[src/logic/hmr_pkg.sv]
/*
 * Shared widths, register map and counter limits for the DMR core cluster.
 * Every design file refers to these by scoped names, without an import.
 */

package hmr_pkg;

  // Datapath widths
  localparam int unsigned DATA_W = 32;  // Core operands and results
  localparam int unsigned ID_W   = 16;  // Hart id carried with each result

  // Register port widths
  localparam int unsigned REG_AW = 8;
  localparam int unsigned REG_DW = 32;

  // One mismatch counter per core pair, saturating
  localparam int unsigned CNT_W = 8;
  localparam logic [CNT_W-1:0] CNT_MAX = '1;  // Stops at 255

  /*
   * Register map
   *   0      DMR enable, one bit per pair, read/write
   *   1 + p  Mismatch counter of pair p, any write clears it
   * Everything else reads as zero
   */
  localparam logic [REG_AW-1:0] ADDR_DMR_EN   = 8'h00;
  localparam logic [REG_AW-1:0] ADDR_ERR_BASE = 8'h01;

endpackage : hmr_pkg

[src/logic/core_cluster.sv]
/*
 * Top level of the DMR core cluster.
 * Binds the system ports to the redundancy unit, gives core i the hart id
 * base plus i, and hangs NUM_CORES accumulator cores behind the unit.
 */

`timescale 1ns/100ps

module core_cluster #(
  parameter  int unsigned NUM_CORES = 4,  // Must be even
  localparam int unsigned NUM_PAIRS = NUM_CORES / 2
) (
  input  logic                                    clk_i,
  input  logic                                    reset_i,
  input  logic [hmr_pkg::ID_W-1:0]                hart_id_base_i,
  input  logic [NUM_CORES-1:0]                    in_valid_i,
  input  logic [NUM_CORES-1:0][hmr_pkg::DATA_W-1:0] in_data_i,
  input  logic                                    reg_we_i,
  input  logic                                    reg_re_i,
  input  logic [hmr_pkg::REG_AW-1:0]              reg_addr_i,
  input  logic [hmr_pkg::REG_DW-1:0]              reg_wdata_i,
  output logic [NUM_CORES-1:0]                    out_valid_o,
  output logic [NUM_CORES-1:0][hmr_pkg::DATA_W-1:0] out_data_o,
  output logic [NUM_CORES-1:0][hmr_pkg::ID_W-1:0]   out_id_o,
  output logic [hmr_pkg::REG_DW-1:0]              reg_rdata_o,
  output logic [NUM_PAIRS-1:0]                    dmr_error_o
);

  logic [NUM_CORES-1:0][hmr_pkg::ID_W-1:0]   sys_id;
  logic [NUM_CORES-1:0]                      core_valid;
  logic [NUM_CORES-1:0]                      core_setback;
  logic [NUM_CORES-1:0][hmr_pkg::DATA_W-1:0] core_data;
  logic [NUM_CORES-1:0][hmr_pkg::ID_W-1:0]   core_id;
  logic [NUM_CORES-1:0]                      res_valid;
  logic [NUM_CORES-1:0][hmr_pkg::DATA_W-1:0] res_data;
  logic [NUM_CORES-1:0][hmr_pkg::ID_W-1:0]   res_id;

  for (genvar i = 0; i < NUM_CORES; i++) begin : gen_cores
    localparam logic [hmr_pkg::ID_W-1:0] ID_OFS = i;

    assign sys_id[i] = hart_id_base_i + ID_OFS;  // Per-core hart id

    work_core u_work_core (
      .clk_i     ( clk_i           ),
      .reset_i   ( reset_i         ),
      .setback_i ( core_setback[i] ),
      .valid_i   ( core_valid[i]   ),
      .data_i    ( core_data[i]    ),
      .hart_id_i ( core_id[i]      ),
      .valid_o   ( res_valid[i]    ),
      .data_o    ( res_data[i]     ),
      .id_o      ( res_id[i]       )
    );
  end

  hmr_unit #(
    .NUM_CORES ( NUM_CORES )
  ) u_hmr_unit (
    .clk_i          ( clk_i        ),
    .reset_i        ( reset_i      ),
    .reg_we_i       ( reg_we_i     ),
    .reg_re_i       ( reg_re_i     ),
    .reg_addr_i     ( reg_addr_i   ),
    .reg_wdata_i    ( reg_wdata_i  ),
    .reg_rdata_o    ( reg_rdata_o  ),
    .sys_valid_i    ( in_valid_i   ),
    .sys_data_i     ( in_data_i    ),
    .sys_id_i       ( sys_id       ),
    .sys_valid_o    ( out_valid_o  ),
    .sys_data_o     ( out_data_o   ),
    .sys_id_o       ( out_id_o     ),
    .core_valid_o   ( core_valid   ),
    .core_data_o    ( core_data    ),
    .core_id_o      ( core_id      ),
    .core_setback_o ( core_setback ),
    .core_valid_i   ( res_valid    ),
    .core_data_i    ( res_data     ),
    .core_id_i      ( res_id       ),
    .dmr_error_o    ( dmr_error_o  )
  );

endmodule : core_cluster

[src/logic/dmr_checker.sv]
/*
 * Lockstep checker for one pair of cores, lane 0 being the leader.
 * Split mode passes both lanes through untouched. In DMR mode both cores
 * get the leader's inputs, their results are compared and only the
 * leader's result reaches the system. A mismatch pulses error_o and sets
 * back both cores one cycle later.
 */

`timescale 1ns/100ps

module dmr_checker (
  input  logic                            clk_i,
  input  logic                            reset_i,
  input  logic                            dmr_en_i,
  // System side
  input  logic [1:0]                      sys_valid_i,
  input  logic [1:0][hmr_pkg::DATA_W-1:0] sys_data_i,
  input  logic [1:0][hmr_pkg::ID_W-1:0]   sys_id_i,
  output logic [1:0]                      sys_valid_o,
  output logic [1:0][hmr_pkg::DATA_W-1:0] sys_data_o,
  output logic [1:0][hmr_pkg::ID_W-1:0]   sys_id_o,
  // Core side
  output logic [1:0]                      core_valid_o,
  output logic [1:0][hmr_pkg::DATA_W-1:0] core_data_o,
  output logic [1:0][hmr_pkg::ID_W-1:0]   core_id_o,
  input  logic [1:0]                      core_valid_i,
  input  logic [1:0][hmr_pkg::DATA_W-1:0] core_data_i,
  input  logic [1:0][hmr_pkg::ID_W-1:0]   core_id_i,
  output logic [1:0]                      setback_o,
  output logic                            error_o
);

  logic both_valid;
  logic diverged;
  logic mismatch;
  logic setback_q;

  // Input steering, the follower copies the leader in DMR mode
  always_comb begin
    core_valid_o[0] = sys_valid_i[0];
    core_data_o[0]  = sys_data_i[0];
    core_id_o[0]    = sys_id_i[0];
    if (dmr_en_i) begin
      core_valid_o[1] = sys_valid_i[0];
      core_data_o[1]  = sys_data_i[0];
      core_id_o[1]    = sys_id_i[0];
    end else begin
      core_valid_o[1] = sys_valid_i[1];
      core_data_o[1]  = sys_data_i[1];
      core_id_o[1]    = sys_id_i[1];
    end
  end

  // Only results produced in the same cycle are compared
  assign both_valid = core_valid_i[0] & core_valid_i[1];
  assign diverged   = (core_data_i[0] != core_data_i[1]) | (core_id_i[0] != core_id_i[1]);
  assign mismatch   = dmr_en_i & both_valid & diverged;

  // Output forwarding
  always_comb begin
    sys_valid_o[0] = core_valid_i[0] & ~mismatch;   // Drop a disputed result
    sys_valid_o[1] = core_valid_i[1] & ~dmr_en_i;   // Follower silent in DMR
    sys_data_o     = core_data_i;
    sys_id_o       = core_id_i;
  end

  assign error_o = mismatch;

  // Setback follows the mismatch by one edge, for both cores
  always_ff @(posedge clk_i) begin
    if (reset_i) begin
      setback_q <= 1'b0;
    end else begin
      setback_q <= mismatch;
    end
  end

  assign setback_o = {2{setback_q}};

endmodule : dmr_checker

[src/logic/hmr_regs.sv]
/*
 * Configuration and status registers of the redundancy unit.
 * Holds the per-pair DMR enable bits and one saturating mismatch counter
 * per pair. Writes act on the edge they are seen, read data appears on
 * the cycle after a read strobe and holds until the next read.
 */

`timescale 1ns/100ps

module hmr_regs #(
  parameter  int unsigned NUM_CORES = 4,
  localparam int unsigned NUM_PAIRS = NUM_CORES / 2
) (
  input  logic                        clk_i,
  input  logic                        reset_i,
  input  logic                        reg_we_i,
  input  logic                        reg_re_i,
  input  logic [hmr_pkg::REG_AW-1:0]  reg_addr_i,
  input  logic [hmr_pkg::REG_DW-1:0]  reg_wdata_i,
  input  logic [NUM_PAIRS-1:0]        pair_error_i,
  output logic [hmr_pkg::REG_DW-1:0]  reg_rdata_o,
  output logic [NUM_PAIRS-1:0]        dmr_en_o
);

  logic                                  en_sel;
  logic [NUM_PAIRS-1:0]                  cnt_sel;  // Address hits a counter
  logic [NUM_PAIRS-1:0][hmr_pkg::CNT_W-1:0] cnt_q;
  logic [NUM_PAIRS-1:0]                  dmr_en_q;
  logic [hmr_pkg::REG_DW-1:0]            rdata_next;

  assign en_sel = (reg_addr_i == hmr_pkg::ADDR_DMR_EN);

  // DMR enable register
  always_ff @(posedge clk_i) begin
    if (reset_i) begin
      dmr_en_q <= '0;
    end else if (reg_we_i && en_sel) begin
      dmr_en_q <= reg_wdata_i[NUM_PAIRS-1:0];
    end
  end

  assign dmr_en_o = dmr_en_q;

  // Mismatch counters, one per pair
  for (genvar p = 0; p < NUM_PAIRS; p++) begin : gen_err_cnt
    localparam logic [hmr_pkg::REG_AW-1:0] CNT_ADDR = hmr_pkg::ADDR_ERR_BASE + p;

    assign cnt_sel[p] = (reg_addr_i == CNT_ADDR);

    always_ff @(posedge clk_i) begin
      if (reset_i) begin
        cnt_q[p] <= '0;
      end else if (reg_we_i && cnt_sel[p]) begin
        cnt_q[p] <= '0;  // Clear wins over a same-cycle error
      end else if (pair_error_i[p] && (cnt_q[p] != hmr_pkg::CNT_MAX)) begin
        cnt_q[p] <= cnt_q[p] + 1'b1;
      end
    end
  end

  // Read decode, unmapped addresses give zero
  always_comb begin
    rdata_next = '0;
    if (en_sel) begin
      rdata_next[NUM_PAIRS-1:0] = dmr_en_q;
    end
    for (int p = 0; p < NUM_PAIRS; p++) begin
      if (cnt_sel[p]) begin
        rdata_next[hmr_pkg::CNT_W-1:0] = cnt_q[p];
      end
    end
  end

  always_ff @(posedge clk_i) begin
    if (reset_i) begin
      reg_rdata_o <= '0;
    end else if (reg_re_i) begin
      reg_rdata_o <= rdata_next;  // Held until the next read
    end
  end

endmodule : hmr_regs

[src/logic/hmr_unit.sv]
/*
 * Redundancy unit placed between the system ports and the cores.
 * Groups the cores into adjacent pairs, each with its own checker, and
 * keeps the register block that selects DMR mode and counts mismatches.
 */

`timescale 1ns/100ps

module hmr_unit #(
  parameter  int unsigned NUM_CORES = 4,
  localparam int unsigned NUM_PAIRS = NUM_CORES / 2
) (
  input  logic                                    clk_i,
  input  logic                                    reset_i,
  // Register port
  input  logic                                    reg_we_i,
  input  logic                                    reg_re_i,
  input  logic [hmr_pkg::REG_AW-1:0]              reg_addr_i,
  input  logic [hmr_pkg::REG_DW-1:0]              reg_wdata_i,
  output logic [hmr_pkg::REG_DW-1:0]              reg_rdata_o,
  // System side, one entry per core
  input  logic [NUM_CORES-1:0]                    sys_valid_i,
  input  logic [NUM_CORES-1:0][hmr_pkg::DATA_W-1:0] sys_data_i,
  input  logic [NUM_CORES-1:0][hmr_pkg::ID_W-1:0]   sys_id_i,
  output logic [NUM_CORES-1:0]                    sys_valid_o,
  output logic [NUM_CORES-1:0][hmr_pkg::DATA_W-1:0] sys_data_o,
  output logic [NUM_CORES-1:0][hmr_pkg::ID_W-1:0]   sys_id_o,
  // Core side, one entry per core
  output logic [NUM_CORES-1:0]                    core_valid_o,
  output logic [NUM_CORES-1:0][hmr_pkg::DATA_W-1:0] core_data_o,
  output logic [NUM_CORES-1:0][hmr_pkg::ID_W-1:0]   core_id_o,
  output logic [NUM_CORES-1:0]                    core_setback_o,
  input  logic [NUM_CORES-1:0]                    core_valid_i,
  input  logic [NUM_CORES-1:0][hmr_pkg::DATA_W-1:0] core_data_i,
  input  logic [NUM_CORES-1:0][hmr_pkg::ID_W-1:0]   core_id_i,
  output logic [NUM_PAIRS-1:0]                    dmr_error_o
);

  logic [NUM_PAIRS-1:0] dmr_en;

  hmr_regs #(
    .NUM_CORES ( NUM_CORES )
  ) u_hmr_regs (
    .clk_i        ( clk_i       ),
    .reset_i      ( reset_i     ),
    .reg_we_i     ( reg_we_i    ),
    .reg_re_i     ( reg_re_i    ),
    .reg_addr_i   ( reg_addr_i  ),
    .reg_wdata_i  ( reg_wdata_i ),
    .pair_error_i ( dmr_error_o ),  // Error pulses feed the counters
    .reg_rdata_o  ( reg_rdata_o ),
    .dmr_en_o     ( dmr_en      )
  );

  // Cores 2p and 2p+1 form pair p, the even core leads
  for (genvar p = 0; p < NUM_PAIRS; p++) begin : gen_pairs
    dmr_checker u_dmr_checker (
      .clk_i        ( clk_i                    ),
      .reset_i      ( reset_i                  ),
      .dmr_en_i     ( dmr_en[p]                ),
      .sys_valid_i  ( sys_valid_i[2*p +: 2]    ),
      .sys_data_i   ( sys_data_i[2*p +: 2]     ),
      .sys_id_i     ( sys_id_i[2*p +: 2]       ),
      .sys_valid_o  ( sys_valid_o[2*p +: 2]    ),
      .sys_data_o   ( sys_data_o[2*p +: 2]     ),
      .sys_id_o     ( sys_id_o[2*p +: 2]       ),
      .core_valid_o ( core_valid_o[2*p +: 2]   ),
      .core_data_o  ( core_data_o[2*p +: 2]    ),
      .core_id_o    ( core_id_o[2*p +: 2]      ),
      .core_valid_i ( core_valid_i[2*p +: 2]   ),
      .core_data_i  ( core_data_i[2*p +: 2]    ),
      .core_id_i    ( core_id_i[2*p +: 2]      ),
      .setback_o    ( core_setback_o[2*p +: 2] ),
      .error_o      ( dmr_error_o[p]           )
    );
  end

endmodule : hmr_unit

[src/logic/work_core.sv]
/*
 * Small accumulator core used as the redundant worker.
 * Each input strobe adds its data to a running sum and one cycle later
 * returns the new sum tagged with the hart id it was given.
 * A setback restarts the sum from zero, still taking a same-cycle strobe.
 */

`timescale 1ns/100ps

module work_core (
  input  logic                      clk_i,
  input  logic                      reset_i,
  input  logic                      setback_i,
  input  logic                      valid_i,
  input  logic [hmr_pkg::DATA_W-1:0] data_i,
  input  logic [hmr_pkg::ID_W-1:0]   hart_id_i,
  output logic                      valid_o,
  output logic [hmr_pkg::DATA_W-1:0] data_o,
  output logic [hmr_pkg::ID_W-1:0]   id_o
);

  logic [hmr_pkg::DATA_W-1:0] acc_q;     // Running sum
  logic [hmr_pkg::DATA_W-1:0] acc_base;  // Sum after an optional setback
  logic [hmr_pkg::DATA_W-1:0] acc_next;

  // Setback drops the old sum before the new data is added
  always_comb begin
    acc_base = setback_i ? '0 : acc_q;
    if (valid_i) begin
      acc_next = acc_base + data_i;
    end else begin
      acc_next = acc_base;
    end
  end

  always_ff @(posedge clk_i) begin
    if (reset_i) begin
      acc_q   <= '0;
      valid_o <= 1'b0;
    end else begin
      acc_q   <= acc_next;
      valid_o <= valid_i;  // One result per strobe
    end
  end

  // Result payload, only loaded with a strobe
  always_ff @(posedge clk_i) begin
    if (valid_i) begin
      data_o <= acc_next;
      id_o   <= hart_id_i;  // Echo of the id seen with the strobe
    end
  end

endmodule : work_core
[config.mk]
export PLATFORM = sky130hd
export DESIGN_NAME = core_cluster
export DESIGN_NICKNAME = d
export VERILOG_FILES = /design/src/logic/hmr_pkg.sv /design/src/logic/core_cluster.sv /design/src/logic/dmr_checker.sv /design/src/logic/hmr_regs.sv /design/src/logic/hmr_unit.sv /design/src/logic/work_core.sv
export SDC_FILE = /design/constraint.sdc
export NUM_CORES = 1
export LEC_CHECK = 0
export BUFFER_PORTS_ARGS = -buffer_cell sky130_fd_sc_hd__buf_2
export CORE_MARGIN = 2
export CORE_UTILIZATION = 40
export DETAILED_ROUTE_END_ITERATION = 16
export GPL_TIMING_DRIVEN = 0
export PLACE_DENSITY = 0.69
export SETUP_SLACK_MARGIN = 0.15
export SLEW_MARGIN = 40
export SYNTH_ARGS = -nofsm -noshare
export SYNTH_HDL_FRONTEND = slang
export SYNTH_HIERARCHICAL = 1
export SYNTH_SLANG_ARGS = --single-unit
[constraint.sdc]
create_clock -name clk_i -period 3.81 [get_ports clk_i]
set_clock_uncertainty 0.05 [all_clocks]
set_input_delay 0.1905 -clock clk_i [delete_from_list [all_inputs] [get_ports clk_i]]
set_output_delay 0.1905 -clock clk_i [all_outputs]
set_load 0.02 [all_outputs]
# --- Word level (Yosys, flattened, before mapping) ---
# Cells that the tools add are included.
totals:
  register_bits: 352
  wordCells: 80
  out_inout_bits: 230
classes:
  n_reduce_logical: 8
  eq_ne: 8
  n_mux: 17
  addsub: 9
  bitwise: 16
op_table:
  columns: ["operator", "count"]
  rows:
  - ["2-to-1 mux 32 bit", 10]
  - ["adder 32 bit", 4]
  - ["inequality test 32 bit", 2]
  - ["adder 16 x 2 -> 16 bit, second input constant", 2]
  - ["2-to-1 mux 16 bit", 2]
  - ["inequality test 16 bit", 2]
  - ["adder 16 x 1 -> 16 bit, second input constant", 1]
  - ["adder 8 x 1 -> 8 bit, second input constant", 2]
  - ["2-to-1 mux 8 bit", 2]
  - ["inequality test 8 bit, second input constant", 2]
  - ["bitwise AND 1 bit", 10]
  - ["== test 8 x 1 -> 1 bit, second input constant", 1]
  - ["== test 8 x 2 -> 1 bit, second input constant", 1]
  - ["logical NOT 8 bit", 1]
  - ["logical AND 1 bit", 5]
  - ["inverter 1 bit", 4]
  - ["OR reduction 2 bit", 2]
  - ["2-to-1 mux 1 bit", 2]
  - ["2-to-1 mux 2 bit", 1]
  - ["bitwise OR 1 bit", 2]

# --- Depth between registers and ports, before layout ---
# Gate-level depths: netlist (run 1).
depth:
  ltp_word: 5
  mapped_depth: 13
  depth_no_buf: 11

# --- Cells and area by module ---
# Netlist (run 1), hierarchy kept.
by_module_without_submodules:
  columns: ["mod", "instances", "cells_each", "area_each_um2", "seq_area_each_um2"]
  rows:
  - ["work_core at gen_cores[0].u_work_core ...", 2, 479, 4843.4, 2102.0]
  - ["work_core at gen_cores[2].u_work_core ...", 2, 503, 4809.6, 2102.0]
  - ["dmr_checker", 2, 272, 2262.2, 20.0]
  - ["hmr_regs", 1, 172, 1450.1, 520.5]
  - ["core_cluster", 1, 121, 867.1, 0.0]

# --- Least setup slack after synthesis (run 1) ---
# OpenSTA, ideal clock, no wires.
synth_path:
  kind: "reg2reg"
  startpoint: "reg u_hmr_unit.u_hmr_regs.dmr_en_q[1] (netlist: u_hmr_unit/u_hmr_regs/dmr_en_o[1])"
  endpoint: "reg gen_cores[3].u_work_core/data_o[22] in the netlist's numbering (data pin)"
  path_slack_ps: 395
  n_path_buf: 2
  arrival_ps: 3105
  synth_period_minus_slack_ps: 3415
  stages_incl_launch_ff: 13
  cell_sequence: "dfxtp_1 clkbuf_1 buf_2 mux2_2 ha_1 fa_1 a21oi_1 o21ai_0 o2111ai_1 a21oi_1 a21oi_1 xnor2_1 mux2_2"
synth_rtl:
  columns: ["item", "line_no", "source"]
  rows:
  - ["from (decl)", "hmr_regs.sv:28", "logic [NUM_PAIRS-1:0] dmr_en_q;"]
  - ["from (signal assigned)", "hmr_regs.sv:38", "dmr_en_q <= reg_wdata_i[NUM_PAIRS-1:0];"]
  - ["to (signal assigned)", "work_core.sv:49", "data_o <= acc_next;"]
  - ["to (decl)", "work_core.sv:18", "output logic [hmr_pkg::DATA_W-1:0] data_o,"]

==> results of run 1 <==
## timing repair
| action | CTS | global route |
|---|---|---|
| buffers inserted | 1 | 1 |
| setup endpoints to repair | 123 | 54 |
| resized for setup | 42 | 49 |
| endpoints found under the hold margin | 39 | 0 |
| pin swaps | 3 | 5 |
| hold buffers | 23 | 0 |
## power breakdown
group / switching, uW / total (uW) / internal, uW / leakage [uW]
combinational: 3310 / 5730 / 2420 / 0.00964
clock: 1760 / 4340 / 2580 / 0.000717
sequential: 411 / 5080 / 4670 / 0.00323
total: 5480 / 15200 / 9670 / 0.0136
## Yosys cell counts (8+ instances only)
cell and number:
and4_1 10, nand2b_1 16, and2_1 49, nor3_1 45
nand3b_1 8, a31oi_1 32, a21o_1 34, mux2_2 164
nor4_1 17, buf_2 29, buf_6 11, buf_4 328
or3_1 10, xnor2_1 166, a22o_1 10, nor2_1 135
o21ai_0 99, dfxtp_1 160, clkbuf_1 57, a211oi_1 21
and3_1 25, o211ai_1 16, nand4_1 66, xor2_1 63
ha_1 130, edfxtp_1 192, nand2_1 214, mux2i_1 18
or4_1 8, o21a_1 12, a21oi_1 194, inv_1 30
o21bai_1 13, nand3_1 60, a21oi_2 12, nor2b_1 172
o21ai_1 20
## logic make-up (layout without fill, tap and decap cells)
| logic type | Yosys count | after routing |
|---|---|---|
| compound gates | 545 | 545 |
| flops | 352 | 352 |
| other cells | 1 | 24 |
| simple gates | 887 | 887 |
| mux | 184 | 184 |
| xor+xnor | 229 | 229 |
| fa+ha+maj | 134 | 134 |
| buf+inv | 469 | 941 |
## cell type report
type | count | area (sq um)
fill | 6192 | 33400
multi-input combinational | 2003 | 14400
sequential | 352 | 8970
buffer | 437 | 3080
timing repair buffer | 392 | 2080
clock buffer | 60 | 1210
tap | 855 | 1070
clock inverter | 20 | 270
inverter | 32 | 120
## flip-flops by register name, summed over array words and instances (netlist names)
| name | flops |
|---|---|
| gen_cores.u_work_core/acc_q | 128 |
| gen_cores.u_work_core/data_o | 128 |
| gen_cores.u_work_core/id_o | 64 |
| u_hmr_unit/u_hmr_regs/cnt_q | 16 |
| u_hmr_unit/u_hmr_regs/reg_rdata_o | 8 |
| gen_cores.u_work_core/valid_o | 4 |
| u_hmr_unit/gen_pairs.u_dmr_checker/setback_q | 2 |
| u_hmr_unit/u_hmr_regs/dmr_en_o | 2 |
## critical path: stages (launching register included)
cell	delay [ps]
dfxtp_1	380
clkbuf_8	220
clkbuf_4	240
mux2_2	420
ha_1	290
a21o_1	140
a21oi_2	90
o21ai_1	250
a41o_1	380
a31oi_4	160
a31oi_2	340
mux2i_1	270
nand2_1	100
## worst paths after layout
| kind | from | endpoint | cells after the start |
|---|---|---|---|
| worst min register to register | u_hmr_unit/u_hmr_regs/reg_rdata_o[4]$_SDFFE_PP0P_ | u_hmr_unit/u_hmr_regs/reg_rdata_o[4]$_SDFFE_PP0P_ | 2 |
| worst min-delay path | reg_addr_i[4] | u_hmr_unit/u_hmr_regs/dmr_en_o[0]$_SDFFE_PP0P_ | 4 |
| worst max-delay path | u_hmr_unit/u_hmr_regs/dmr_en_o[0]$_SDFFE_PP0P_ | gen_cores[1].u_work_core/data_o[29]$_DFFE_PP_ | 12 |
| worst max register to register | u_hmr_unit/u_hmr_regs/dmr_en_o[0]$_SDFFE_PP0P_ | gen_cores[1].u_work_core/data_o[29]$_DFFE_PP_ | 12 |
## per-layer routing
| layer | vias to the layer above | global-route usage | wire length (microns) | part of all wire |
|---|---|---|---|---|
| li1 | 10638 | - | - | - |
| met2 | 857 | 0.432 | 42700 | 0.47 |
| met4 | 2 | 0.0947 | 3460 | 0.038 |
| met3 | 171 | 0.0357 | 5870 | 0.065 |
| met1 | 10731 | 0.339 | 38700 | 0.43 |
| met5 | - | 0 | 13 | 0.00014 |
## through the flow
step / setup WS [ps] / total power (uW) / TNS, ps
final: 213 / 15200 / 0
after global routing: 134 / 15800 / 0
after CTS: 94.5 / 15100 / 0
after detailed placement: -780 / 10700 / -26740
after global placement: -838 / 10600 / -52990
after floorplan: 395 / 8960 / 0
## layout by cell type (no fill, tap or decap), drive strengths merged, types with 13 or more instances in the layout
cell / instances
nor2b: 178
dfxtp: 160
clkinv: 13
a21oi: 206
and3: 27
edfxtp: 192
inv: 31
xor2: 63
mux2: 166
ha: 130
nor3: 48
nand3: 63
buf: 741
dlygate4sd3: 25
a21o: 38
o21bai: 13
nor4: 24
conb: 24
mux2i: 18
xnor2: 166
nor2: 135
clkbuf: 123
nand4: 68
a211oi: 21
and2: 49
o211ai: 16
a31oi: 38
nand2b: 16
nand2: 216
o21ai: 119
==> flow_summary_export.csv, run 1 <==
group,metric,value,unit
outcome,status,"completed",
critical_path,critical_path_class,"register to register",
yosys,synth-async-reset-ratio,0,
pwr,leakage,0.0136,uW
drt,vias,22399,
grt,antenna_found_initial,1,
critical_path,cp_data_arrival_time,3870,ps
final_layout,final_util,0.483,
clocking,clkLatencyLatePin,590,ps
sta,period_share,0.944,
critical_path,end_kind,"register",
final_layout,final_layout_size_suffix_gt1_frac,0.334,
yosys,ys_seq_area_frac,0.343,
yosys,syn_area_per_cell,9.34,sq um
yosys,synthTopCellsByArea,"edfxtp_1, dfxtp_1, buf_4",
yosys,synth_compound_area_frac,0.133,
sta,timing_hold_violations_final,0,
sta,relSlewSlack,0.458,
drt,dr.first_iter.drc_count,1845,
job,max_cap_viol_count,0,
yosys,syn_area,0.0261,sq mm
yosys,synth_edf_count,192,
yosys,synth_top_area_cell,"edfxtp_1",
yosys,muxShareOfSynthArea,0.0787,
sta,maxSlewViolCount,0,
floorplanning,die_h,260,microns
final_layout,layout.nets,3587,
floorplanning,die-area,0.0674,sq mm
grt,grt_util_all_layers,0.258,
clocking,cts_tree,"yes",
sta,holdWs,31.6,ps
clocking,cts.sinks,352,
clocking,clk_path_buf_depth,3,
critical_path,setup.worst_path.start_class,"register",
critical_path,r2r_slack,210,ps
clocking,clk_pin_slew,60,ps
clocking,htreeDepth,2,
worst_hold_path,hold_path_class,"input port to register",
critical_path,crit_fanout,10,
sta,finalSetupViolations,0,
place,portBuffers,367,
yosys,synth_fa_ha_area_frac,0.0653,
sta,worst_slew_pin_slew,807,ps
floorplanning,die_x,260,microns
drt,drt-pass1-iter-count,8,
drt,wl_per_cell,21.9,microns
pwr,peakVddDrop,0.304,mV
yosys,yosysWarnings,6,
yosys,ys_types,86,
yosys,synth_top_family_by_area,"simple AND/OR/NAND/NOR gates",
yosys,synth-simple-area-share,0.183,
clocking,clockRootBuffer,"clkbuf_16",
sta,fin_crit,3600,ps
grt,grt_overflow,0,
final_layout,finalNonFillerCells,4151,
final_layout,stdcell_area,0.0312,sq mm
drt,finalWirelength,90700,microns
yosys,syn_inst,2801,
floorplanning,core,0.0646,sq mm
sta,fmax,0.278,GHz
place,placed_area,0.0292,sq mm
yosys,synth_top_area_share,0.220,
grt,grt_pass1_wl,131000,microns
place,finalWeightedCongestion,1.01,
final_layout,syn_to_final_growth,19.2,%
sta,rsz0062_at_grt,"true",
place,dp.cells,4046,
drt,vias_per_cell,5.40,
yosys,ys_ff_latch,352,
yosys,synth-xor-area-share,0.0767,
drt,drc,0,
floorplanning,io_pins,422,
pwr,powerDensity,486,mW/mm^2
drt,ant_nets,0,
place,dp_hpwl,72100,microns
floorplanning,start_util,0.405,
yosys,ys.flop_type,"edfxtp_1",
grt,grt_pass1_vias,21116,
critical_path,cp_data_required_time,4090,ps
grt,grt_start_max_net_pins,53,
floorplanning,rows,93,
clocking,cts_inserted_buffers,43,
final_layout,antenna_cells,0,
Note: power is estimated with default switching activity, not from simulation.
==> run 2, diff against run 1 <==
--- a/config.mk
+++ b/config.mk
@@ -7,10 +7,10 @@
 export LEC_CHECK = 0
 export BUFFER_PORTS_ARGS = -buffer_cell sky130_fd_sc_hd__buf_2
 export CORE_MARGIN = 2
-export CORE_UTILIZATION = 40
+export CORE_UTILIZATION = 58
 export DETAILED_ROUTE_END_ITERATION = 16
 export GPL_TIMING_DRIVEN = 0
-export PLACE_DENSITY = 0.69
+export PLACE_DENSITY = 0.91
 export SETUP_SLACK_MARGIN = 0.15
 export SLEW_MARGIN = 40
 export SYNTH_ARGS = -nofsm -noshare
==> run 2 against run 1 <==
- register-to-register slack got worse by 40 ps
- first-iteration DRC count increased by 33%
- sequential share of layout area increased by 0.42 points
- critical path depth unchanged
- critical path type unchanged
- critical endpoint is now gen_cores[2].u_work_core/data_o[28]$_DFFE_PP_
==> flow_summary_export.csv, run 2 (synthesized netlist as in run 1, its figures left out) <==
group,metric,value,unit
floorplanning,rows,77,
floorplanning,core,0.0443,sq mm
final_layout,final_layout_size_suffix_gt1_frac,0.335,
critical_path,crit_path_start,"u_hmr_unit/gen_pairs[1].u_dmr_checker/setback_q$_SDFF_PP0_",
drt,wl_per_cell,22.5,microns
sta,timing_hold_violations_final,0,
place,dp.cells,3783,
clocking,clockRootBuffer,"clkbuf_16",
grt,antenna_found_initial,3,
place,dp_hpwl,68400,microns
final_layout,final_util,0.693,
floorplanning,die_x,216,microns
floorplanning,die-area,0.0468,sq mm
worst_hold_path,hold_start,"hart_id_base_i[0]",
place,pre_cts_ws,-747,ps
sta,finalSetupViolations,0,
clocking,cts_inserted_buffers,40,
clocking,cts.sinks,352,
critical_path,r2r_slack,170,ps
critical_path,crit_fanout,10,
critical_path,slowest_stage,"or3_2",
final_layout,layout.nets,3588,
final_layout,syn_to_final_growth,17.5,%
clocking,clk_pin_slew,60,ps
grt,grt_overflow,0,
drt,drt-pass1-iter-count,6,
drt,dr.first_iter.drc_count,2446,
final_layout,final_cell_mix,"buf_2, buf_4, nand2_1, edfxtp_1, a21oi_1",
pwr,peakVddDrop,0.460,mV
grt,grt_util_all_layers,0.360,
clocking,clk_path_buf_depth,3,
critical_path,setup.worst_path.start_class,"register",
final_layout,final_common_cell,"buf_2",
pwr,power,14800,uW
clocking,htreeDepth,2,
worst_hold_path,hold_path_class,"input port to register",
sta,relSlewSlack,0.401,
critical_path,crit_chain,"buf_4, clkbuf_2, nor2b_1, ha_1, buf_2, and2_1, nand3_1, or3_2, a211oi_2, o21ai_1, mux2i_1, nand2_1",
pwr,powerDensity,483,mW/mm^2
floorplanning,start_util,0.590,
drt,vias,23386,
final_layout,top_regs,"gen_cores.u_work_core/acc_q (128), gen_cores.u_work_core/data_o (128), gen_cores.u_work_core/id_o (64)",
final_layout,fill_cells,3396,
pwr,leakage,0.0135,uW
sta,rsz0062_at_grt,"true",
sta,fmax,0.275,GHz
drt,ant_nets,0,
critical_path,cp_slowest_stage_delay,500,ps
floorplanning,io_pins,422,
clocking,cts_tree,"yes",
sta,fin_crit,3640,ps
critical_path,critical_path_class,"register to register",
floorplanning,die_h,216,microns
critical_path,timing.critical_path.max_delay_family,"simple AND/OR/NAND/NOR gates",
sta,worst_slew_pin_slew,898,ps
critical_path,crit_buf_inv,3,
grt,grt_start_max_net_pins,53,
critical_path,cp_data_required_time,4070,ps
place,portBuffers,367,
sta,fin_ws,172,ps
sta,maxSlewViolCount,0,
critical_path,end_kind,"register",
final_layout,finalNonFillerCells,3887,
sta,period_share,0.955,
outcome,status,"completed",
drt,vias_per_cell,6.02,
drt,drc,0,
critical_path,r2r_start,"u_hmr_unit/gen_pairs[1].u_dmr_checker/setback_q$_SDFF_PP0_",
grt,grt_pass1_wl,130000,microns
clocking,clkLatencyLatePin,580,ps
drt,finalWirelength,87400,microns
place,finalWeightedCongestion,1.01,
sta,finalSetupTns,0,ps
critical_path,cp_data_arrival_time,3890,ps
grt,grt_pass1_vias,22252,
job,max_cap_viol_count,0,
==> run 2: cell types whose count changed in the layout (fill, tap and decap cells not counted), sizes merged <==
cell,previous run,this run
diode,0,3
buf,741,742
bufinv,5,4
inv,31,30
clkbuf,123,124
clkinv,13,9
==> run 2: path summary, 6_finish.rpt <==
| path | to | depth (start not counted) |
|---|---|---|
| setup / recovery | gen_cores[2].u_work_core/data_o[28]$_DFFE_PP_ | 12 |
| hold / removal | gen_cores[0].u_work_core/id_o[0]$_DFFE_PP_ | 2 |
| setup reg to reg | gen_cores[2].u_work_core/data_o[28]$_DFFE_PP_ | 12 |
| hold reg to reg | u_hmr_unit/u_hmr_regs/reg_rdata_o[1]$_SDFFE_PP0P_ | 2 |
==> run 2: worst reg2reg max path, cell delays in order, from the launching register on <==
cell      delay (ps)
dfxtp_1          430
buf_4            200
clkbuf_2         290
nor2b_1          150
ha_1             300
buf_2            200
and2_1           250
nand3_1          140
or3_2            500
a211oi_2         360
o21ai_1          190
mux2i_1          230
nand2_1           80
==> run 2: power breakdown <==
part	internal (uW)	total (uW)	switching [uW]
registers	4670	5080	407
clock network	2360	3990	1630
logic	2420	5760	3340
total	9450	14800	5380
==> run 2: what timing repair did <==
| action | in CTS | in global routing |
|---|---|---|
| setup buffers | 2 | 4 |
| hold buffers | 23 | 0 |
| gates resized for setup | 39 | 59 |
| endpoints found under the setup margin | 126 | 66 |
| hold endpoints to repair | 37 | 0 |
| pin swaps | 1 | 3 |
==> run 2: per-layer routing <==
metal | up-vias | global-route usage | routed length, microns
li1 | 10634 | - | -
met3 | 282 | 0.0620 | 8230
met1 | 11166 | 0.472 | 34600
met2 | 1302 | 0.569 | 39500
met4 | 2 | 0.192 | 5010
met5 | - | 0 | 8
==> run 2: area by class of cell <==
class                      instances  area, sq um  share of cell area
clock buffer                      58         1140              0.0371
antenna                            3         7.51            0.000244
buffer                           437         3080               0.100
clock inverter                    14          205             0.00668
inverter                          32          120             0.00391
timing repair buffer             396         2110              0.0688
multi-input combinational       2003        14300               0.467
sequential                       352         8970               0.292
tap                              592          741              0.0241
==> run 2: metrics by stage <==
step,area [sq um],hold slack [ps]
floorplan,26200,213
CTS,30500,5.65
global route,30700,47.5
global placement,28800,381
finish,30700,30.5
detailed placement,28800,391
==> run 3, diff against run 2 <==
--- a/config.mk
+++ b/config.mk
@@ -9,8 +9,9 @@
 export CORE_MARGIN = 2
 export CORE_UTILIZATION = 58
 export DETAILED_ROUTE_END_ITERATION = 16
-export GPL_TIMING_DRIVEN = 0
-export PLACE_DENSITY = 0.91
+export GPL_TIMING_DRIVEN = 1
+export PLACE_DENSITY = 0.81
+export RECOVER_POWER = 25
 export SETUP_SLACK_MARGIN = 0.15
 export SLEW_MARGIN = 40
 export SYNTH_ARGS = -nofsm -noshare
==> run 3 against run 2 <==
- the flow now finishes with violations (max-capacitance violations, max-slew violations)
- total power decreased by 2.6%
- setup slack better by 31 ps
- global-route usage is 1.3 points lower
- via count shrank 7.3%
- critical endpoint is now dmr_error_o[1]
==> flow_summary_export.csv, run 3 (synthesized netlist as in run 1, its figures left out) <==
group,metric,value,unit
pwr,leakage,0.0116,uW
pwr,power_frac_seq,0.354,
drt,finalWirelength,84000,microns
sta,fin_crit,3610,ps
sta,finalSetupViolations,0,
floorplanning,rows,77,
pwr,clock_power_share,0.291,
clocking,clk_pin_slew,70,ps
clocking,clkLatencyLatePin,580,ps
final_layout,syn_to_final_growth,6.59,%
grt,antenna_found_initial,3,
floorplanning,die_h,216,microns
sta,worst_slew_pin_slew,2710,ps
critical_path,cp_slowest_stage_delay,680,ps
sta,maxSlewViolCount,124,
place,finalWeightedCongestion,1.08,
worst_hold_path,hold_end,"u_hmr_unit/u_hmr_regs/dmr_en_o[0]$_SDFFE_PP0P_",
floorplanning,core,0.0443,sq mm
final_layout,final_cell_mix,"buf_2, nand2_1, a21oi_1, edfxtp_1, nor2b_1",
clocking,clockRootBuffer,"clkbuf_16",
sta,holdWs,11.6,ps
grt,grt_util_all_layers,0.347,
sta,fmax,0.277,GHz
critical_path,r2r_start,"u_hmr_unit/u_hmr_regs/dmr_en_o[0]$_SDFFE_PP0P_",
critical_path,crit_fanout,6,
critical_path,end_kind,"output port",
job,max_cap_viol_count,3,
final_layout,final_common_cell,"buf_2",
critical_path,crit_chain,"xnor2_1, nand4_1, nor4_1, a31oi_1, and2_1, buf_2",
pwr,power.internal,9130,uW
final_layout,layout.nets,3196,
grt,grt_pass1_vias,20292,
drt,vias_per_cell,6.20,
clocking,clk_path_buf_depth,3,
sta,timing_hold_violations_final,0,
grt,grt_overflow,0,
critical_path,r2r_slack,280,ps
critical_path,critical_path_class,"register to output port",
clocking,htreeDepth,2,
critical_path,setup.worst_path.start_class,"register",
outcome,failed_checks,"max-capacitance violations, max-slew violations",
drt,ant_nets,0,
sta,finalSetupTns,0,ps
drt,vias,21675,
drt,dr.first_iter.drc_count,2308,
floorplanning,die_x,216,microns
drt,wl_per_cell,24.1,microns
clocking,cts_tree,"yes",
floorplanning,start_util,0.590,
worst_hold_path,hold_start,"reg_wdata_i[0]",
pwr,peakVddDrop,0.352,mV
critical_path,slowest_stage,"xnor2_1",
pwr,power,14500,uW
drt,drc,0,
final_layout,final_util,0.629,
pwr,powerDensity,519,mW/mm^2
floorplanning,io_pins,422,
critical_path,cp_data_arrival_time,3370,ps
critical_path,crit_buf_inv,1,
sta,period_share,0.947,
clocking,cts_inserted_buffers,39,
critical_path,reg2reg_to,"gen_cores[1].u_work_core/data_o[28]$_DFFE_PP_",
critical_path,cp_data_required_time,3570,ps
worst_hold_path,hold_depth,3,
grt,grt_pass1_wl,124000,microns
grt,grt_start_max_net_pins,87,
place,portBuffers,367,
pwr,netSwitchingFraction,0.368,
worst_hold_path,hold_path_class,"input port to register",
sta,relSlewSlack,-0.806,
pwr,switchingPower,5320,uW
place,dp_hpwl,65100,microns
drt,drt-pass1-iter-count,9,
sta,rsz0062_at_grt,"false",
critical_path,timing.critical_path.max_delay_family,"simple AND/OR/NAND/NOR gates",
critical_path,worstRegToRegCells,10,
outcome,status,"finished, violations left",
place,placed_area,0.0263,sq mm
pwr,pwr-share-comb,0.355,
floorplanning,die-area,0.0468,sq mm
clocking,post_cts_buffers,0,
final_layout,top_regs,"gen_cores.u_work_core/acc_q (128), gen_cores.u_work_core/data_o (128), gen_cores.u_work_core/id_o (64)",
final_layout,stdcell_area,0.0279,sq mm
clocking,cts.sinks,352,
final_layout,final_layout_size_suffix_gt1_frac,0.225,
-- run 3: cell count changes in the layout (fill, tap and decap cells not counted), sizes merged --
cell      previous run  this run
bufinv               4         8
clkbuf             124       132
buf                742       328
inv                 30        32
clkinvlp             3         5
clkinv               9        16
diode                3         1
-- run 3: routing by layer --
layer,part of all wire,global-route usage,routed length (microns)
met3,0.093,0.0665,7820
met4,0.041,0.127,3410
met2,0.45,0.548,38000
met5,0,0,0
met1,0.41,0.475,34800
-- run 3: worst max-delay path by stage --
stage / startpoint / to / slack, ps / cells after the start
final: gen_cores[3].u_work_core/data_o[6]$_DFFE_PP_ / dmr_error_o[1] / 200 / 6
after global placement: u_hmr_unit/u_hmr_regs/dmr_en_o[1]$_SDFFE_PP0P_ / gen_cores[3].u_work_core/data_o[22]$_DFFE_PP_ / 240 / 10
after CTS: u_hmr_unit/gen_pairs[1].u_dmr_checker/setback_q$_SDFF_PP0_ / gen_cores[2].u_work_core/data_o[22]$_DFFE_PP_ / 170 / 10
after detailed placement: u_hmr_unit/u_hmr_regs/dmr_en_o[1]$_SDFFE_PP0P_ / gen_cores[3].u_work_core/data_o[22]$_DFFE_PP_ / 110 / 10
after floorplan: u_hmr_unit/u_hmr_regs/dmr_en_o[1]$_SDFFE_PP0P_ / gen_cores[3].u_work_core/data_o[22]$_DFFE_PP_ / 400 / 12
after global routing: u_hmr_unit/gen_pairs[1].u_dmr_checker/setback_q$_SDFF_PP0_ / gen_cores[2].u_work_core/acc_q[26]$_SDFF_PP0_ / 150 / 12
-- run 3: cell type report --
type	instances	area, sq um
fillers	3796	16400
multi-input cells	2003	14200
flip-flops and latches	352	8980
repair buffers	442	2440
clock buffers	43	1010
well taps	592	741
clock inverters	29	382
inverters	32	120
diodes	1	2.50
-- run 3: metrics by stage --
step,instances,setup slack [ps]
3_5_place_dp,3396,109
4_1_cts,3493,174
2_1_floorplan,2824,395
3_3_place_gp,3396,241
5_1_grt,3494,146
6_report,3494,203
-- run 3: timing repair --
| item | CTS | global route |
|---|---|---|
| gates resized for setup | 1 | 18 |
| pin swaps | 0 | 1 |
| hold buffers | 25 | 0 |
| endpoints found under the setup margin | 1 | 22 |
| hold endpoints to repair | 35 | 0 |
-- run 3: tightest hold or removal path, stage by stage --
cell	delay (ps)
buf_2	90
mux2i_1	100
nor2_1	190
-- run 3: power by group through the flow --
stage	registers [uW]	logic (uW)	clock network, uW
after global routing	5130	5500	4390
final	5110	5130	4210
after CTS	5090	5020	4260
after global placement	5150	4880	0
after detailed placement	5160	4960	0
after floorplan	4920	4030	0
